--- src/common/rv_consts.svh ---
`ifndef RV_CONSTS_SVH
`define RV_CONSTS_SVH

// datapath width
`define RV_XLEN 32

// shift amount comes from the low bits of operand b
`define RV_SHAMT_W 5

// 32 architectural registers
`define RV_REG_AW 5

// first fetch address out of reset
`define RV_RESET_PC 32'h0000_0000

`endif

--- src/source/pc_unit.sv ---
`timescale 1ns/1ns
`default_nettype none

`include "rv_consts.svh"

module pc_unit (
    input  wire                 clk_i,
    input  wire                 rst_n_i,
    input  wire                 valid_i,
    input  wire                 branch_cond_i,
    input  wire                 is_branch_i,
    input  wire                 is_jal_i,
    input  wire                 is_jalr_i,
    input  wire                 illegal_i,
    input  wire [`RV_XLEN-1:0]  imm_i,
    input  wire [`RV_XLEN-1:0]  jalr_target_i,
    output logic [`RV_XLEN-1:0] pc_o,
    output logic [`RV_XLEN-1:0] pc_plus4_o,
    output logic                taken_o
);

    logic                fire;
    logic                rel_jump;
    logic [`RV_XLEN-1:0] pc_rel;
    logic [`RV_XLEN-1:0] pc_next;

    assign fire       = valid_i && !illegal_i;
    assign rel_jump   = is_jal_i || (is_branch_i && branch_cond_i);
    assign pc_plus4_o = pc_o + `RV_XLEN'd4;
    assign pc_rel     = pc_o + imm_i;
    assign taken_o    = fire && (rel_jump || is_jalr_i);

    always_comb begin
        if (is_jalr_i) begin
            // jalr clears bit 0 of the target
            pc_next = {jalr_target_i[`RV_XLEN-1:1], 1'b0};
        end else if (rel_jump) begin
            pc_next = pc_rel;
        end else begin
            pc_next = pc_plus4_o;
        end
    end

    always_ff @(posedge clk_i or negedge rst_n_i) begin
        if (!rst_n_i) begin
            pc_o <= `RV_RESET_PC;
        end else if (fire) begin
            pc_o <= pc_next;
        end
    end

    a_pc_aligned: assert property (@(posedge clk_i) disable iff (!rst_n_i) pc_o[1:0] == 2'b00)
        else $error("pc not word aligned: %h", pc_o);

endmodule

`default_nettype wire

--- config.mk ---
export PLATFORM = sky130hd
export DESIGN_NAME = pc_unit
export DESIGN_NICKNAME = d
export VERILOG_FILES = /design/src/source/pc_unit.sv
export VERILOG_INCLUDE_DIRS = /design/src /design/src/common
export SDC_FILE = /design/constraint.sdc
export NUM_CORES = 1
export LEC_CHECK = 0
export BUFFER_PORTS_ARGS = -buffer_cell sky130_fd_sc_hd__buf_2
export CAP_MARGIN = 5
export CORE_AREA = 4 4 125 127
export DETAILED_ROUTE_END_ITERATION = 8
export DIE_AREA = 0 0 129 131
export RECOVER_POWER = 100
export SLEW_MARGIN = 40
export SYNTH_ARGS = -nofsm -noshare
export SYNTH_HDL_FRONTEND = slang
export SYNTH_SLANG_ARGS = --single-unit
--- constraint.sdc ---
create_clock -name clk_i -period 6.2 [get_ports clk_i]
set_input_delay 1.24 -clock clk_i [delete_from_list [all_inputs] [get_ports clk_i]]
set_output_delay 1.24 -clock clk_i [all_outputs]
set_load 0.02 [all_outputs]
==> results.md <==
* Syn Std Cell Area at roughly 0.0043 sq mm
* Setup TNS Final at 0 ns
* Max Cap Viol at 2
* Max reg flops at 32
* CTS clk-pin slew, worst paths at 0.06 ns
* Sequential share of power at 0.223
* CP max FO at 9
* Number of post-CTS setup repair buffers at 0
* Placement Setup Slack at 2.28 ns
* RSZ-0062 raised after global routing: false
* Max clock buf depth at 2
* Logic pwr share at 0.629
* Internal power at 0.843 mW
* R2R Setup Slk at about 3 ns
* H-tree depth at 2
* Crit Path Category: flip-flop to primary output
* Post_cts resized at 0
* Syn. warnings at 0
* HP Start: pc_o[0]
* Placer congestion estimate at about 0.87
* Share of layout cells above drive strength 1 at 0.138
* Synth Instances at between 500 and 600
* CP Launch Type: flip-flop
* Area Overhead vs Synth at 19.1%
* Slew Limit Headroom at -0.413
* Avg Inst Size Synth at 7.37 sq um
* Synth area leaders: dfrtp_1 (19%), ha_1 (9.4%), nand2_1 (5.7%), o21ai_0 (5.4%), xnor2_1 (5.3%)
* Ys flop type: dfrtp_1
* Root Driver: clkbuf_16
* #FFs+latches synth at 32
* Die extent in y at 131 um
* Largest registers: pc_o (32)
* Total number of vias at a little under 5000
* Final setup violating endpoints at 0
* Global-route wire length before repair at about 25 mm
* Post-synth top cells: nand2_1 (65), nor2_1 (54), o21ai_0 (46)
* CP Data Arrival Time at approximately 3.5 ns
* Cell Count, Final, Fillers Out at 878
* Drt wl/cell at about 18 um
* Netlist cell types at between 60 and 70
* Vias in the first global route at roughly 4700
* CTS tree: done
* Crit share post-route at 0.759
* Async SR Flop Fraction at 1.00
* DIE AREA at around 0.017 sq mm
* Clock Power Share at 0.149
* Initial antenna violation count at 0
* Skew-Pair Late Insertion Delay at approximately 0.29 ns
* Clock Sinks at 32
* Sw Share at 0.525
* Final hold vios at 0
* Pins Over Slew Limit at 77
* ANT nets after route at 0
* Site row count at between 40 and 50
* Post-Place Cells at 870
* Pre-antenna DRT Iters at 5
* Total GRT Usage at 0.189
* PortBufs at 135
* N_diodes at 0
* Initial DRC count at between 200 and 250
* Met2 routed WL at ~7.4 mm
* Uppermost layer routed: met4
* Worst Path Required at 4.96 ns
* Hold Crit Class: flip-flop to flip-flop
* Drt total wl at between 15 and 20 mm
* Worst Clk Skew at approximately 0.0067 ns
* Io pins at 137
* Seq/Total Area, Yosys at 0.187
* Dpl cell area at 0.00509 sq mm
* Metal3 WL at ~920 um
* Tmin final at around 4.7 ns
* Net Switching at around 0.93 mW
* Worst-margin pin slew at approximately 2.1 ns
* Fin util at 0.353
* Post-synth EDFFs at 0
* Total gr overflow at 0
* Worst setup margin at between 1 and 1.5 ns
* Nets at ~800
* DRC viols at 0
* Largest Register: pc_o
* Leak Pwr at between 2 and 2.5 nW
* Wl on met1 at between 7 and 8 mm
* Cell area power density at 348 mW/mm^2
* Dominant cell type by area after synthesis: dfrtp_1
* R2R Path Start: pc_o[9]
* Outcome: finished with violations
* Endpoint class of the critical path: primary output
* Largest net degree at the start of global routing at 44
* Num CTS Buffers at 5
* Vias/cell at approximately 5.5
* DIE WIDTH at between 100 and 150 um
* Post-synth top area share at 0.187
* Peak supply drop at 0.000111 V
* Initial Util at 0.297
* Core ar. at between 0.01 and 0.015 sq mm
* DPL Wire Length at roughly 12 mm
* Most frequent cell after synthesis: nand2_1
* Fmax at 212 MHz
* Crit path launch: pc_o[9]
* Failing checks: max-capacitance violations, max-slew violations
* Hold Buf Count CTS at 0
* Post-Syn Nets at about 700
* Post-route cell area at 0.00510 sq mm
cell usage in the layout (no fill, tap or decap), types with 4 or more instances in the layout:
master and instances:
a31oi_1 10, a211oi_1 9, o22ai_1 7, or2_2 4, xnor2_1 26, inv_1 9, a221oi_1 4, dfrtp_1 32
o21ai_1 4, o31ai_1 7, o21ai_0 48, a21oi_1 38, o221ai_1 6, nor2_1 55, buf_2 74, nand3_1 36
a21o_1 26, xor2_1 23, nand4_1 7, mux2i_1 4, clkbuf_1 66, ha_1 32, and3_1 13, clkbuf_16 5
o211ai_1 6, nor3_1 12, a22oi_1 6, or3_1 7, nand2_1 65
per-layer routing:
metal  global-route usage  vias up
li1                     -     2379
met1                0.252     2251
met2                0.319      166
met3               0.0232       27
met4               0.0581        0
met5                    0        -
power by group through the flow:
| stage | logic (mW) | registers (mW) | clock network, mW |
|---|---|---|---|
| after global placement | 1.14 | 0.393 | 0 |
| after CTS | 1.15 | 0.392 | 0.270 |
| after floorplan | 0.791 | 0.423 | 0 |
| after detailed placement | 1.15 | 0.395 | 0 |
| final | 1.11 | 0.395 | 0.263 |
| after global routing | 1.24 | 0.407 | 0.279 |
cell families after synthesis:
group	after synthesis	synth area share
AO/OA/AOI/OAI	199	0.308
XOR/XNOR	49	0.100
buffers and inverters	45	0.0438
AND/OR/NAND/NOR	219	0.253
flip-flops	32	0.187
adder cells (fa/ha/maj)	33	0.0982
multiplexers	4	0.00935
final timing paths:
path / endpoint / cells after the start
max: pc_plus4_o[26] / 7
min: pc_o[0] / 2
max reg2reg: pc_o[30] / 8
min reg2reg: pc_o[0] / 2
max in group asynchronous: pc_o[7] / 1
min in group asynchronous: pc_o[27] / 1
worst max-delay path, cell delays in order (launching register included):
cell,delay (ns)
dfrtp_1,0.52
and4_1,0.40
nand4_4,0.17
nor3_1,0.85
nand3_1,0.49
nor2_1,0.27
xor2_1,0.20
clkbuf_1,0.28
stage by stage:
step	total power [mW]	hold slack (ns)
after floorplan	1.21	0.642
after global placement	1.53	0.544
after CTS	1.81	0.564
after global routing	1.92	0.608
final	1.77	0.565
after detailed placement	1.54	0.550
final cells by class:
cell class	count	area, sq um
inverters	9	33.8
clock buffers	8	146
multi-input cells	504	3250
well taps	184	230
fillers	1620	9330
flip-flops and latches	32	801
repair buffers	141	633
Note: power is estimated with default switching activity, not from simulation.
