<file path="config.mk">
export PLATFORM = sky130hd
export DESIGN_NAME = imm_gen
export DESIGN_NICKNAME = d
export VERILOG_FILES = /design/src/common/rv_consts.svh /design/src/common/rv_pkg.sv /design/src/exec/imm_gen.sv
export SDC_FILE = /design/constraint.sdc
export NUM_CORES = 1
export LEC_CHECK = 0
export BUFFER_PORTS_ARGS = -buffer_cell sky130_fd_sc_hd__buf_2
export CORE_MARGIN = 4
export CORE_UTILIZATION = 30
export DETAILED_ROUTE_END_ITERATION = 8
export GPL_ROUTABILITY_DRIVEN = 0
export PLACE_DENSITY = 0.9
export SLEW_MARGIN = 20
export SYNTH_ARGS = -nofsm -noshare
export SYNTH_HDL_FRONTEND = slang
export SYNTH_SLANG_ARGS = --single-unit
</file>
<file path="constraint.sdc">
create_clock -name vclk -period 1.55
set_clock_uncertainty 0.2 [all_clocks]
set_input_delay 0.2325 -clock vclk [all_inputs]
set_output_delay 0.2325 -clock vclk [all_outputs]
set_load 0.02 [all_outputs]
</file>
<file path="src/common/rv_consts.svh">
`ifndef RV_CONSTS_SVH
`define RV_CONSTS_SVH

// datapath width
`define RV_XLEN 32

// shift amount comes from the low bits of operand b
`define RV_SHAMT_W 5

// 32 architectural registers
`define RV_REG_AW 5

// first fetch address out of reset
`define RV_RESET_PC 32'h0000_0000

`endif

</file>
<file path="src/common/rv_pkg.sv">
`default_nettype none

package rv_pkg;

    typedef enum logic [6:0] {
        OPC_OP     = 7'b0110011,
        OPC_OP_IMM = 7'b0010011,
        OPC_LUI    = 7'b0110111,
        OPC_AUIPC  = 7'b0010111,
        OPC_BRANCH = 7'b1100011,
        OPC_JAL    = 7'b1101111,
        OPC_JALR   = 7'b1100111
    } opcode_e;

    typedef enum logic [3:0] {
        ALU_ADD  = 4'b0000,
        ALU_SUB  = 4'b0001,
        ALU_AND  = 4'b0010,
        ALU_OR   = 4'b0011,
        ALU_XOR  = 4'b0100,
        ALU_SLT  = 4'b0101,
        ALU_SLTU = 4'b0110,
        ALU_SRL  = 4'b0111,
        ALU_SLL  = 4'b1000,
        ALU_SRA  = 4'b1001
    } alu_op_e;

    typedef enum logic [2:0] {
        BR_EQ   = 3'b000,
        BR_NE   = 3'b001,
        BR_LT   = 3'b010,
        BR_GE   = 3'b011,
        BR_LTU  = 3'b100,
        BR_GEU  = 3'b101,
        BR_NONE = 3'b111
    } br_op_e;

    typedef enum logic [1:0] {
        IMM_I = 2'b00,
        IMM_U = 2'b01,
        IMM_B = 2'b10,
        IMM_J = 2'b11
    } imm_fmt_e;

    // one instruction word, seen through each base format
    typedef union packed {
        struct packed {
            logic [6:0] funct7;
            logic [4:0] rs2;
            logic [4:0] rs1;
            logic [2:0] funct3;
            logic [4:0] rd;
            logic [6:0] opcode;
        } r;
        struct packed {
            logic [11:0] imm;
            logic [4:0]  rs1;
            logic [2:0]  funct3;
            logic [4:0]  rd;
            logic [6:0]  opcode;
        } i;
        struct packed {
            logic       imm12;
            logic [5:0] imm10_5;
            logic [4:0] rs2;
            logic [4:0] rs1;
            logic [2:0] funct3;
            logic [3:0] imm4_1;
            logic       imm11;
            logic [6:0] opcode;
        } b;
        struct packed {
            logic [19:0] imm;
            logic [4:0]  rd;
            logic [6:0]  opcode;
        } u;
        struct packed {
            logic       imm20;
            logic [9:0] imm10_1;
            logic       imm11;
            logic [7:0] imm19_12;
            logic [4:0] rd;
            logic [6:0] opcode;
        } j;
    } rv_instr_u;

endpackage

`default_nettype wire

</file>
<file path="src/exec/imm_gen.sv">
`timescale 1ns/1ns
`default_nettype none

module imm_gen (
    input  wire rv_pkg::rv_instr_u instr_i,
    input  wire rv_pkg::imm_fmt_e  fmt_i,
    output logic [31:0]            imm_o
);

    always_comb begin
        case (fmt_i)
            rv_pkg::IMM_I: begin
                imm_o = {{20{instr_i.i.imm[11]}}, instr_i.i.imm};
            end
            rv_pkg::IMM_U: begin
                // lui / auipc put the field in the upper bits
                imm_o = {instr_i.u.imm, 12'b0};
            end
            rv_pkg::IMM_B: begin
                imm_o = {
                    {19{instr_i.b.imm12}},
                    instr_i.b.imm12,
                    instr_i.b.imm11,
                    instr_i.b.imm10_5,
                    instr_i.b.imm4_1,
                    1'b0
                };
            end
            rv_pkg::IMM_J: begin
                imm_o = {
                    {11{instr_i.j.imm20}},
                    instr_i.j.imm20,
                    instr_i.j.imm19_12,
                    instr_i.j.imm11,
                    instr_i.j.imm10_1,
                    1'b0
                };
            end
            default: begin
                imm_o = '0;
            end
        endcase
    end

endmodule

`default_nettype wire

</file>
==> impl_metrics.csv <==
group,metric,value,unit
worst_setup_path,endpoint_kind,"output pin",
logic_synthesis,synth_top_family_by_area,"multiplexers",
sta,fmax,640.9,MHz
sta,post-route-period-util,100.7,%
power,vdd_ir_drop_max,212.4,uV
layout,syn_to_final_growth,96.02,%
detailed_routing,drc_errors,0,
layout,clock_buffers,0,
layout,drive_gt1_share,67.24,%
global_route,grt_max_degree,21,
sta,whs,580.9,ps
layout,nets,152,
worst_setup_path,criticalPathCategory,"in -> out",
floorplanning,dieHeight,44.93,um
layout,num_antenna_cells,0,
logic_synthesis,syn_area,409.1,um^2
power,p_leak,0.4735,nW
sta,rsz0062_at_grt,"true",
power,switchingPower,0.0001782,W
floorplanning,die_w,44.93,um
floorplanning,core,0.001285,mm^2
floorplanning,ioPinCount,66,
outcome,status,"finished, violations left",
place,hpwl,1228,um
logic_synthesis,synth-xor-area-share,0,%
power,seqPwrFrac,0,%
detailed_routing,drt_wl_total,1884,um
hold_path,min_from,"instr_i[12]",
floorplanning,rows,13,
layout,seq_cell_count,0,
detailed_routing,wl_per_cell,14.38,um
sta,setup_viol,7,
worst_setup_path,crit_arrival,1130,ps
floorplanning,initial_core_util,31.84,%
hold_path,holdPathEnd,"imm_o[12]",
power,intPower,0.0001508,W
worst_setup_path,cp.required,1120,ps
logic_synthesis,yosys_warnings,0,
power,p_sw_share,54.16,%
global_route,overflow,0,
place,portBuffers,59,
worst_setup_path,path_max_fanout,7,
logic_synthesis,synth.avg_cell_area,6.935,um^2
logic_synthesis,synth_cells,59,
logic_synthesis,ys_types,14,
logic_synthesis,synthMuxAreaShare,46.18,%
detailed_routing,viasPerCell,5.008,
worst_setup_path,critPathLaunchType,"primary input",
layout,fillerInstances,114,
sta,slew_headroom,83.01,%
global_route,first_global_vias,647,
outcome,violations,"negative setup slack",
hold_path,hold_path_class,"in -> out",
logic_synthesis,synth_compound_area_share,6.116,%
power,clkPwrFrac,0,%
hold_path,hold_depth,4,
logic_synthesis,synth-simple-area-share,34.86,%
detailed_routing,final_antenna_net_count,0,
logic_synthesis,ys_seq_area_share,0,%
sta,postLayoutSetupSlackWorst,-10.28,ps
layout,seqCellArea,0,um^2
sta,min_period,1560,ps
power,pwr-share-comb,100.0,%
sta,worst_slew_pin_slew,254.8,ps
sta,slew_violations,0,
global_route,antenna_found_initial,0,
power,p_per_area,410.2,mW/mm^2
job,maxCapViolations,0,
detailed_routing,drt_pass1_iterations,4,
floorplanning,die_area,0.002019,mm^2
logic_synthesis,synthAdderAreaFrac,0,%
detailed_routing,vias,656,
sta,fin_setup_tns,-43.04,ps
detailed_routing,drt_iter0_markers,7,
sta,hold_viol_final,0,
logic_synthesis,syn_nets,93,
global_route,grt_pass1_wl,2518,um
global_route,grt_usage,15.76,%
[placed cells by master, fill, tap and decap left out]
cell,instances
nor2b_4,1
buf_6,13
nand2_1,16
o21ai_0,5
nor3b_1,1
nand3_1,5
buf_4,4
mux2_4,4
mux2_2,7
nor2b_1,6
mux2i_1,5
nand2b_2,1
buf_2,48
[timing repair]
item,4_1_cts,5_1_grt
hold endpoints to repair,0,0
endpoints found under the setup margin,11,19
hold buffers,0,0
resized for setup,9,20
setup buffers,2,0
gates cloned,1,0
[power groups by stage]
stage | clock network, W | logic [W] | registers [W]
finish | 0 | 0.000329 | 0
global route | 0 | 0.000351 | 0
CTS | 0 | 0.000297 | 0
detailed placement | 0 | 0.000280 | 0
global placement | 0 | 0.000273 | 0
floorplan | 0 | 0.000179 | 0
[cells in the mapped netlist, drive strengths merged]
cell | number | share of area [%]
clkbuf | 1 | 0.92
nand2b | 1 | 1.5
mux2 | 11 | 34
o21ai | 5 | 6.1
nand3 | 5 | 6.1
mux2i | 5 | 12
nor3b | 1 | 1.8
buf | 7 | 12
nand2 | 16 | 15
nor2b | 7 | 11
[critical path, stage by stage]
cell and delay [ps]:
buf_2 100, nor2b_4 170, buf_6 150, mux2_2 350, buf_6 130
[how the worst max path moves through the flow]
| stage | from | end | cells after the start |
|---|---|---|---|
| 2_1_floorplan | fmt_i[0] | imm_o[0] | 3 |
| 3_3_place_gp | fmt_i[1] | imm_o[25] | 5 |
| 3_5_place_dp | fmt_i[1] | imm_o[25] | 5 |
| 4_1_cts | fmt_i[1] | imm_o[20] | 5 |
| 5_1_grt | fmt_i[0] | imm_o[27] | 5 |
| 6_report | fmt_i[0] | imm_o[25] | 5 |
[logic make-up after synthesis]
group	Yosys count
muxes	16
and+or+nand+nor	30
AOI/OAI and AO/OA	5
buffers and inverters	8
[metal layers]
metal,up-vias,wire length [um],GRT usage [%]
met5,-,0,0
met4,0,0,1.754
met3,0,215,2.789
met2,43,959,31.07
met1,300,709,17.62
li1,313,-,-
[stage by stage]
step | std cells | setup WS, ps | utilization [%] | cell area, um^2 | total power [W]
4_1_cts | 131 | 0.2860 | 57.84 | 743.2 | 0.0002975
5_1_grt | 131 | -36.56 | 62.41 | 802.0 | 0.0003510
3_5_place_dp | 128 | -91.01 | 53.94 | 693.2 | 0.0002795
6_report | 131 | -10.28 | 62.41 | 802.0 | 0.0003290
2_1_floorplan | 59 | 29.75 | - | 409.1 | 0.0001793
3_3_place_gp | 128 | -65.10 | 53.94 | 693.2 | 0.0002729
[area by class of cell]
class | instances | area [um^2] | share of cell area (%)
timing repair buffer | 65 | 416.7 | 51.95
multi-input combinational | 51 | 366.6 | 45.71
tap | 15 | 18.77 | 2.340
Power figures use the tool's default switching activity.
