===== config.mk =====
export PLATFORM = sky130hd
export DESIGN_NAME = instr_decode
export DESIGN_NICKNAME = d
export VERILOG_FILES = /design/src/common/rv_pkg.sv /design/src/source/instr_decode.sv
export VERILOG_INCLUDE_DIRS = /design/src /design/src/common
export SDC_FILE = /design/constraint.sdc
export NUM_CORES = 1
export LEC_CHECK = 0
export BUFFER_PORTS_ARGS = -buffer_cell sky130_fd_sc_hd__buf_4
export CORE_AREA = 2 2 40 42
export DETAILED_ROUTE_END_ITERATION = 10
export DIE_AREA = 0 0 42 44
export PLACE_DENSITY = 0.94
export REMOVE_ABC_BUFFERS = 1
export SLEW_MARGIN = 0
export SYNTH_ARGS = -nofsm -noshare
export SYNTH_HDL_FRONTEND = slang
export SYNTH_SLANG_ARGS = --single-unit

===== constraint.sdc =====
create_clock -name vclk -period 3.4
set_input_delay 0.51 -clock vclk [all_inputs]
set_output_delay 0.51 -clock vclk [all_outputs]
set_load 0.02 [all_outputs]

===== src/common/rv_consts.svh =====
`ifndef RV_CONSTS_SVH
`define RV_CONSTS_SVH

// datapath width
`define RV_XLEN 32

// shift amount comes from the low bits of operand b
`define RV_SHAMT_W 5

// 32 architectural registers
`define RV_REG_AW 5

// first fetch address out of reset
`define RV_RESET_PC 32'h0000_0000

`endif


===== src/common/rv_pkg.sv =====
`default_nettype none

package rv_pkg;

    typedef enum logic [6:0] {
        OPC_OP     = 7'b0110011,
        OPC_OP_IMM = 7'b0010011,
        OPC_LUI    = 7'b0110111,
        OPC_AUIPC  = 7'b0010111,
        OPC_BRANCH = 7'b1100011,
        OPC_JAL    = 7'b1101111,
        OPC_JALR   = 7'b1100111
    } opcode_e;

    typedef enum logic [3:0] {
        ALU_ADD  = 4'b0000,
        ALU_SUB  = 4'b0001,
        ALU_AND  = 4'b0010,
        ALU_OR   = 4'b0011,
        ALU_XOR  = 4'b0100,
        ALU_SLT  = 4'b0101,
        ALU_SLTU = 4'b0110,
        ALU_SRL  = 4'b0111,
        ALU_SLL  = 4'b1000,
        ALU_SRA  = 4'b1001
    } alu_op_e;

    typedef enum logic [2:0] {
        BR_EQ   = 3'b000,
        BR_NE   = 3'b001,
        BR_LT   = 3'b010,
        BR_GE   = 3'b011,
        BR_LTU  = 3'b100,
        BR_GEU  = 3'b101,
        BR_NONE = 3'b111
    } br_op_e;

    typedef enum logic [1:0] {
        IMM_I = 2'b00,
        IMM_U = 2'b01,
        IMM_B = 2'b10,
        IMM_J = 2'b11
    } imm_fmt_e;

    // one instruction word, seen through each base format
    typedef union packed {
        struct packed {
            logic [6:0] funct7;
            logic [4:0] rs2;
            logic [4:0] rs1;
            logic [2:0] funct3;
            logic [4:0] rd;
            logic [6:0] opcode;
        } r;
        struct packed {
            logic [11:0] imm;
            logic [4:0]  rs1;
            logic [2:0]  funct3;
            logic [4:0]  rd;
            logic [6:0]  opcode;
        } i;
        struct packed {
            logic       imm12;
            logic [5:0] imm10_5;
            logic [4:0] rs2;
            logic [4:0] rs1;
            logic [2:0] funct3;
            logic [3:0] imm4_1;
            logic       imm11;
            logic [6:0] opcode;
        } b;
        struct packed {
            logic [19:0] imm;
            logic [4:0]  rd;
            logic [6:0]  opcode;
        } u;
        struct packed {
            logic       imm20;
            logic [9:0] imm10_1;
            logic       imm11;
            logic [7:0] imm19_12;
            logic [4:0] rd;
            logic [6:0] opcode;
        } j;
    } rv_instr_u;

endpackage

`default_nettype wire


===== src/source/instr_decode.sv =====
`timescale 1ns/1ns
`default_nettype none

`include "rv_consts.svh"

module instr_decode (
    input  wire rv_pkg::rv_instr_u instr_i,
    input  wire                    valid_i,
    output logic [`RV_REG_AW-1:0]  rs1_o,
    output logic [`RV_REG_AW-1:0]  rs2_o,
    output logic [`RV_REG_AW-1:0]  rd_o,
    output logic                   wb_en_o,
    output rv_pkg::alu_op_e        alu_op_o,
    output rv_pkg::br_op_e         br_op_o,
    output rv_pkg::imm_fmt_e       imm_fmt_o,
    output logic                   src_a_pc_o,
    output logic                   src_a_zero_o,
    output logic                   src_b_imm_o,
    output logic                   is_jal_o,
    output logic                   is_jalr_o,
    output logic                   illegal_o
);

    logic [6:0] funct7;
    logic [2:0] funct3;
    logic       f7_zero;
    logic       f7_alt;
    logic       writes_rd;
    logic       bad;

    assign rs1_o  = instr_i.r.rs1;
    assign rs2_o  = instr_i.r.rs2;
    assign rd_o   = instr_i.r.rd;
    assign funct7 = instr_i.r.funct7;
    assign funct3 = instr_i.r.funct3;

    assign f7_zero = (funct7 == 7'b0000000);
    // only bit 5 set selects sub and sra
    assign f7_alt  = (funct7 == 7'b0100000);

    always_comb begin
        alu_op_o     = rv_pkg::ALU_ADD;
        br_op_o      = rv_pkg::BR_NONE;
        imm_fmt_o    = rv_pkg::IMM_I;
        src_a_pc_o   = 1'b0;
        src_a_zero_o = 1'b0;
        src_b_imm_o  = 1'b0;
        is_jal_o     = 1'b0;
        is_jalr_o    = 1'b0;
        writes_rd    = 1'b0;
        bad          = 1'b0;
        case (instr_i.r.opcode)
            rv_pkg::OPC_OP: begin
                writes_rd = 1'b1;
                bad = !(f7_zero || (f7_alt && (funct3 == 3'b000 || funct3 == 3'b101)));
                case (funct3)
                    3'b000: alu_op_o = f7_alt ? rv_pkg::ALU_SUB : rv_pkg::ALU_ADD;
                    3'b001: alu_op_o = rv_pkg::ALU_SLL;
                    3'b010: alu_op_o = rv_pkg::ALU_SLT;
                    3'b011: alu_op_o = rv_pkg::ALU_SLTU;
                    3'b100: alu_op_o = rv_pkg::ALU_XOR;
                    3'b101: alu_op_o = f7_alt ? rv_pkg::ALU_SRA : rv_pkg::ALU_SRL;
                    3'b110: alu_op_o = rv_pkg::ALU_OR;
                    default: alu_op_o = rv_pkg::ALU_AND;
                endcase
            end
            rv_pkg::OPC_OP_IMM: begin
                writes_rd   = 1'b1;
                src_b_imm_o = 1'b1;
                case (funct3)
                    3'b000: alu_op_o = rv_pkg::ALU_ADD;
                    3'b010: alu_op_o = rv_pkg::ALU_SLT;
                    3'b011: alu_op_o = rv_pkg::ALU_SLTU;
                    3'b100: alu_op_o = rv_pkg::ALU_XOR;
                    3'b110: alu_op_o = rv_pkg::ALU_OR;
                    3'b111: alu_op_o = rv_pkg::ALU_AND;
                    3'b001: begin
                        alu_op_o = rv_pkg::ALU_SLL;
                        bad      = !f7_zero;
                    end
                    default: begin
                        alu_op_o = f7_alt ? rv_pkg::ALU_SRA : rv_pkg::ALU_SRL;
                        bad      = !(f7_zero || f7_alt);
                    end
                endcase
            end
            rv_pkg::OPC_LUI: begin
                writes_rd    = 1'b1;
                imm_fmt_o    = rv_pkg::IMM_U;
                src_a_zero_o = 1'b1;
                src_b_imm_o  = 1'b1;
            end
            rv_pkg::OPC_AUIPC: begin
                writes_rd   = 1'b1;
                imm_fmt_o   = rv_pkg::IMM_U;
                src_a_pc_o  = 1'b1;
                src_b_imm_o = 1'b1;
            end
            rv_pkg::OPC_BRANCH: begin
                imm_fmt_o = rv_pkg::IMM_B;
                case (funct3)
                    3'b000: br_op_o = rv_pkg::BR_EQ;
                    3'b001: br_op_o = rv_pkg::BR_NE;
                    3'b100: br_op_o = rv_pkg::BR_LT;
                    3'b101: br_op_o = rv_pkg::BR_GE;
                    3'b110: br_op_o = rv_pkg::BR_LTU;
                    3'b111: br_op_o = rv_pkg::BR_GEU;
                    default: bad = 1'b1;
                endcase
            end
            rv_pkg::OPC_JAL: begin
                writes_rd = 1'b1;
                imm_fmt_o = rv_pkg::IMM_J;
                is_jal_o  = 1'b1;
            end
            rv_pkg::OPC_JALR: begin
                // target rs1 + imm comes out of the alu
                writes_rd   = 1'b1;
                src_b_imm_o = 1'b1;
                is_jalr_o   = 1'b1;
                bad         = (funct3 != 3'b000);
            end
            default: begin
                bad = 1'b1;
            end
        endcase
    end

    assign illegal_o = valid_i && bad;
    assign wb_en_o   = valid_i && !bad && writes_rd && (instr_i.r.rd != '0);

endmodule

`default_nettype wire


==> out/results.ini, run 1 <==
[logic_synthesis]
synth_cell_types=30
synth-xor-area-share_pct=3.47
synth_area_leaders=buf_4 22%, nor2_1 8.2%, a21oi_1 6.0%
synth_top_family_by_area=simple AND/OR/NAND/NOR gates
yosys.area_share.simple_pct=45.2
syn_area_per_cell_um2=6.55
synth_fa_ha_area_share_pct=0
synth-seq-area-share_pct=0
yosysTopAreaCell=buf_4
synthCells=77
synth_top_area_share_pct=22.3
synth-compound-area-share_pct=25.1
synthMuxAreaShare_pct=0
yosysWarnings=0
synth_area_um2=504

[power_and_ir_drop]
switching_power_uw=34.9
ir_worst_vdd_v=0.0000468
switching_share_pct=51.1
power_density_nw_per_um2=93.3
power_frac_clock_pct=0
internal_power_uw=33.5
p_seq_share_pct=0
p_total_uw=68.4
combPwrFrac_pct=100.0
power.leakage_uw=0.000349

[layout]
nClkBuffers=0
synthToLayoutAreaGrowth_pct=45.4
antenna-diode-count=0
seq_cell_count=0
nNetsFinal=139
layout-drive-gt1-share_pct=46.2
utilization_pct=51.7
final-seq-area_um2=0

[worst_setup_path]
crit_family=simple AND/OR/NAND/NOR gates
worstPathArrival_ns=1.88
worstPathRequired_ns=2.89
crit_buf_inv=2
worst-setup-path-type=primary input to output pin
crit_path_top_delay_cell=or4b_1
cp-end-kind=output pin
slowest_delay_ns=0.55
crit_chain=buf_4 > nor2_1 > nand4_1 > or4b_1 > a31oi_1 > buf_4
crit_top_cell=buf_4
worst-path-stages=6
start_kind=primary input
cp_max_fo=4
worstSetupStartpoint=instr_i[29]
setup.worst_path.end=alu_op_o[0]

[global_routing]
grt_pass1_vias=592
grt_max_degree=10
overflow=0
grt_util_all_layers_pct=16.5
antenna_found_initial=0
grt_pass1_wl_um=2480

[floorplan]
die_area_um2=1850
rows=14
core-area_um2=1420
pin_count=64
start_util_pct=35.5
die_h_um=44
die_w_um=42

[sta]
setup_tns_ns=0
fin_crit_ns=2.39
setup_slack_ns=1.01
setup_viol=0
finalCritPeriodShare_pct=70.2
max_freq_mhz=419
hold_viol=0
report.final.slew_viol_count=0
relSlewSlack_pct=83.7
rsz0062_at_grt=no
worstMarginPinSlew_ns=0.242

[detailed_routing]
dr_total_vias=648
met2_length_um=909
wl_met1_um=560
top_layer=met3
routed-wl-met3_um=173
drc_errors=0
wl_per_cell_um=13.7
drtIter0Drc=10
wirelength_um=1640
ant_nets=0
dr.pass1.iters=4
viasPerCell=5.40

[clocking]
postCtsSetupRepairBufs=0
hold_buffers=0
cts-resized-gates=0

[placed_design]
pre_cts_slack_ns=1.02
numPortBuffers=44
hpwl_um=1400
gp_congestion=0.753

[status]
outcome=complete, no violations

[job]
maxCapViolations=0

[min_path]
hp-class=primary input to output pin

-- power groups by stage --
stage | logic, uW | registers, uW | clock network (uW)
finish | 68.4 | 0 | 0
global route | 74.0 | 0 | 0
CTS | 68.6 | 0 | 0
detailed placement | 68.3 | 0 | 0
global placement | 65.6 | 0 | 0
floorplan | 23.0 | 0 | 0
-- per-layer routing --
layer	up-vias	GRT usage, %
li1	319	-
met1	291	16.3
met5	-	0
met4	0	0
met2	38	33.8
met3	0	7.08
-- synth_stat cells --
| library cell | instances |
|---|---|
| a21oi_1 | 6 |
| nand2_1 | 3 |
| or4b_1 | 1 |
| inv_1 | 3 |
| a211o_1 | 1 |
| or3_4 | 1 |
| clkbuf_1 | 1 |
| a31oi_1 | 1 |
| a2111oi_4 | 1 |
| nand3_1 | 3 |
| and3b_1 | 1 |
| nor3_1 | 1 |
| nor2_1 | 11 |
| and3_1 | 1 |
| nor3b_1 | 1 |
| a211oi_2 | 1 |
| o31a_1 | 1 |
| nand3b_1 | 2 |
| or4_1 | 1 |
| o21ai_0 | 5 |
| buf_2 | 1 |
| nand3b_4 | 1 |
| or3_1 | 1 |
| xor2_1 | 2 |
| a21o_1 | 1 |
| nor4_1 | 3 |
| nor2b_1 | 2 |
| buf_4 | 15 |
| nand2b_1 | 3 |
| nand4_1 | 2 |
-- final cells by class --
type | instances | area [um2]
Fill cell | 157 | 686
Tap cell | 16 | 20.0
Inverter | 3 | 11.3
Multi-Input combinational cell | 57 | 372
Timing Repair Buffer | 44 | 330
-- cells by family (layout without fill, tap and decap cells) --
| group | Yosys count | count (layout) |
|---|---|---|
| buf+inv | 20 | 47 |
| compound gates | 17 | 17 |
| simple gates | 38 | 38 |
| xor+xnor | 2 | 2 |
-- cells in the final DEF (no fill, tap or decap), drive strengths merged, types with 2 or more instances in the layout --
cell,count
buf,44
nor2,11
a21oi,6
o21ai,5
nand2b,3
inv,3
nand3,3
nor4,3
nand2,3
nand3b,3
nor2b,2
nand4,2
xor2,2
or3,2
-- through the flow --
stage | hold WS [ns] | instance area, um2 | instances
floorplan | 1.02 | 383 | 60
global placement | 1.02 | 733 | 120
detailed placement | 1.02 | 733 | 120
CTS | 1.02 | 733 | 120
global route | 1.02 | 733 | 120
finish | 1.02 | 733 | 120
-- how the worst min path moves through the flow --
stage | startpoint | slack, ns | depth (start not counted) | to
detailed placement | instr_i[20] | 1.02 | 0 | rs2_o[0]
floorplan | instr_i[7] | 1.02 | 0 | rd_o[0]
CTS | instr_i[20] | 1.02 | 0 | rs2_o[0]
finish | instr_i[15] | 1.02 | 0 | rs1_o[0]
global placement | instr_i[20] | 1.02 | 0 | rs2_o[0]
global route | instr_i[15] | 1.02 | 0 | rs1_o[0]
(Power assumes the default switching activity.)
==> inputs of run 2 (changes only) <==
- ABC_AREA: default -> 1
- CORE_AREA: 2 2 40 42 -> 2 2 43 49
- DIE_AREA: 0 0 42 44 -> 0 0 45 51
- PLACE_DENSITY: 0.94 -> 0.82
- clock period: 3.4 -> 2.1 ns (I/O delays scaled with it)
==> out/results.ini, run 2 <==
[status]
outcome=complete, no violations

[detailed_routing]
drtIter0Drc=5
dr_total_vias=775
drc_errors=0
ant_nets=0
dr.pass1.iters=4
wl_per_cell_um=9.66
wirelength_um=1590
viasPerCell=4.70

[job]
maxCapViolations=0

[global_routing]
grt_max_degree=7
grt_util_all_layers_pct=12.4
antenna_found_initial=0
grt_pass1_wl_um=2350
overflow=0
grt_pass1_vias=626

[floorplan]
rows=17
core-area_um2=1870
die_w_um=45
die_area_um2=2300
start_util_pct=29.4
die_h_um=51
pin_count=64

[clocking]
cts-resized-gates=0
hold_buffers=0
postCtsSetupRepairBufs=0

[placed_design]
numPortBuffers=44
dpl_cell_area_um2=800
gp_congestion=0.808
place_inst=165
hpwl_um=1390

[power_and_ir_drop]
combPwrFrac_pct=100.0
ir_worst_vdd_v=0.0000548
switching_share_pct=51.8
power.leakage_uw=0.000486
switching_power_uw=53.9
p_seq_share_pct=0
internal_power_uw=50.1
power_frac_clock_pct=0
power_density_nw_per_um2=130

[sta]
setup_viol=0
setup_tns_ns=0
rsz0062_at_grt=no
max_freq_mhz=580
relSlewSlack_pct=79.5
report.final.slew_viol_count=0
timing.hold.ws_ns=0.630
worstMarginPinSlew_ns=0.306
finalCritPeriodShare_pct=82.1
hold_viol=0
fin_crit_ns=1.72

[logic_synthesis]
yosysMostFrequentCell=nand2_1
synth_top_area_share_pct=20.5
yosysTopAreaCell=buf_4
netlist_top_cells_count=30 x nand2_1, 20 x inv_1, 19 x nor2_1
synth_area_um2=551
synth_cell_types=15
yosysWarnings=0
synth-seq-area-share_pct=0
syn_area_per_cell_um2=4.75
synthCells=116
synth_area_leaders=buf_4 20%, nand2_1 20%, inv_1 14%

[worst_setup_path]
cp_max_fo=3
start_kind=primary input
worstPathRequired_ns=1.78
cp-end-kind=output pin
worstPathArrival_ns=1.41
worst-setup-path-type=primary input to output pin

[layout]
antenna-diode-count=0
fin_cells=165
fillCellCount=218
final_common_cell=buf_4
seq_cell_count=0
layout-drive-gt1-share_pct=37.0
postLayoutCellArea_um2=800
final-seq-area_um2=0
layout_common_cells=45 x buf_4, 30 x nand2_1, 20 x inv_1, 19 x nor2_1, 7 x nand3_1
synthToLayoutAreaGrowth_pct=45.2
nNetsFinal=181
nClkBuffers=0

[min_path]
hp-class=primary input to output pin

[run 2: cell count changes after synthesis, sizes merged, moves of 4 or more]
cell   before  now
nand2       3   32
nor2       11   24
inv         3   22
nand3       3    7
[run 2: cell families after synthesis]
kind of cell / count (synthesis) / synth area share [%]
AO/OA/AOI/OAI: 9 / 8.86
buffers and inverters: 37 / 35.5
AND/OR/NAND/NOR: 70 / 55.7
[run 2: area by class of cell]
type / count / area (um2) / area share [%]
inverter: 22 / 82.6 / 10.3
tap: 19 / 23.8 / 2.97
multi-input combinational: 79 / 355 / 44.4
timing repair buffer: 45 / 338 / 42.3
[run 2: per-stage QoR]
step | setup slack [ns] | power (uW) | utilization (%)
2_1_floorplan | 0.339 | 38.5 | -
3_3_place_gp | 0.417 | 102 | 42.7
3_5_place_dp | 0.379 | 104 | 42.7
4_1_cts | 0.386 | 104 | 42.7
5_1_grt | 0.257 | 114 | 42.7
6_report | 0.376 | 104 | 42.7
[run 2: final timing paths]
kind         from        to  slack [ns]  depth (start not counted)
max   instr_i[29]   wb_en_o        0.38                         11
min   instr_i[15]  rs1_o[0]        0.63                          0
[run 2: power by group through the flow]
stage | Combinational [uW] | Clock (uW) | Sequential, uW
2_1_floorplan | 38.5 | 0 | 0
3_3_place_gp | 102 | 0 | 0
3_5_place_dp | 104 | 0 | 0
4_1_cts | 104 | 0 | 0
5_1_grt | 114 | 0 | 0
6_report | 104 | 0 | 0
[run 2: per-layer routing]
metal	share of wire (%)	up-vias	track usage (%)	routed length (um)
met2	53	41	22.9	849
met1	35	329	13.1	552
li1	-	403	-	-
met4	0.44	0	0	7
met5	0	-	0	0
met3	12	2	6.01	184
[run 2: critical path: stages]
cell	delay, ns
buf_4	0.10
nor2_1	0.13
nand2_1	0.09
nor2_1	0.21
nand2_1	0.07
nand2_1	0.07
nand2_1	0.05
nor2_2	0.09
nand2_1	0.07
nor2_2	0.07
buf_4	0.14
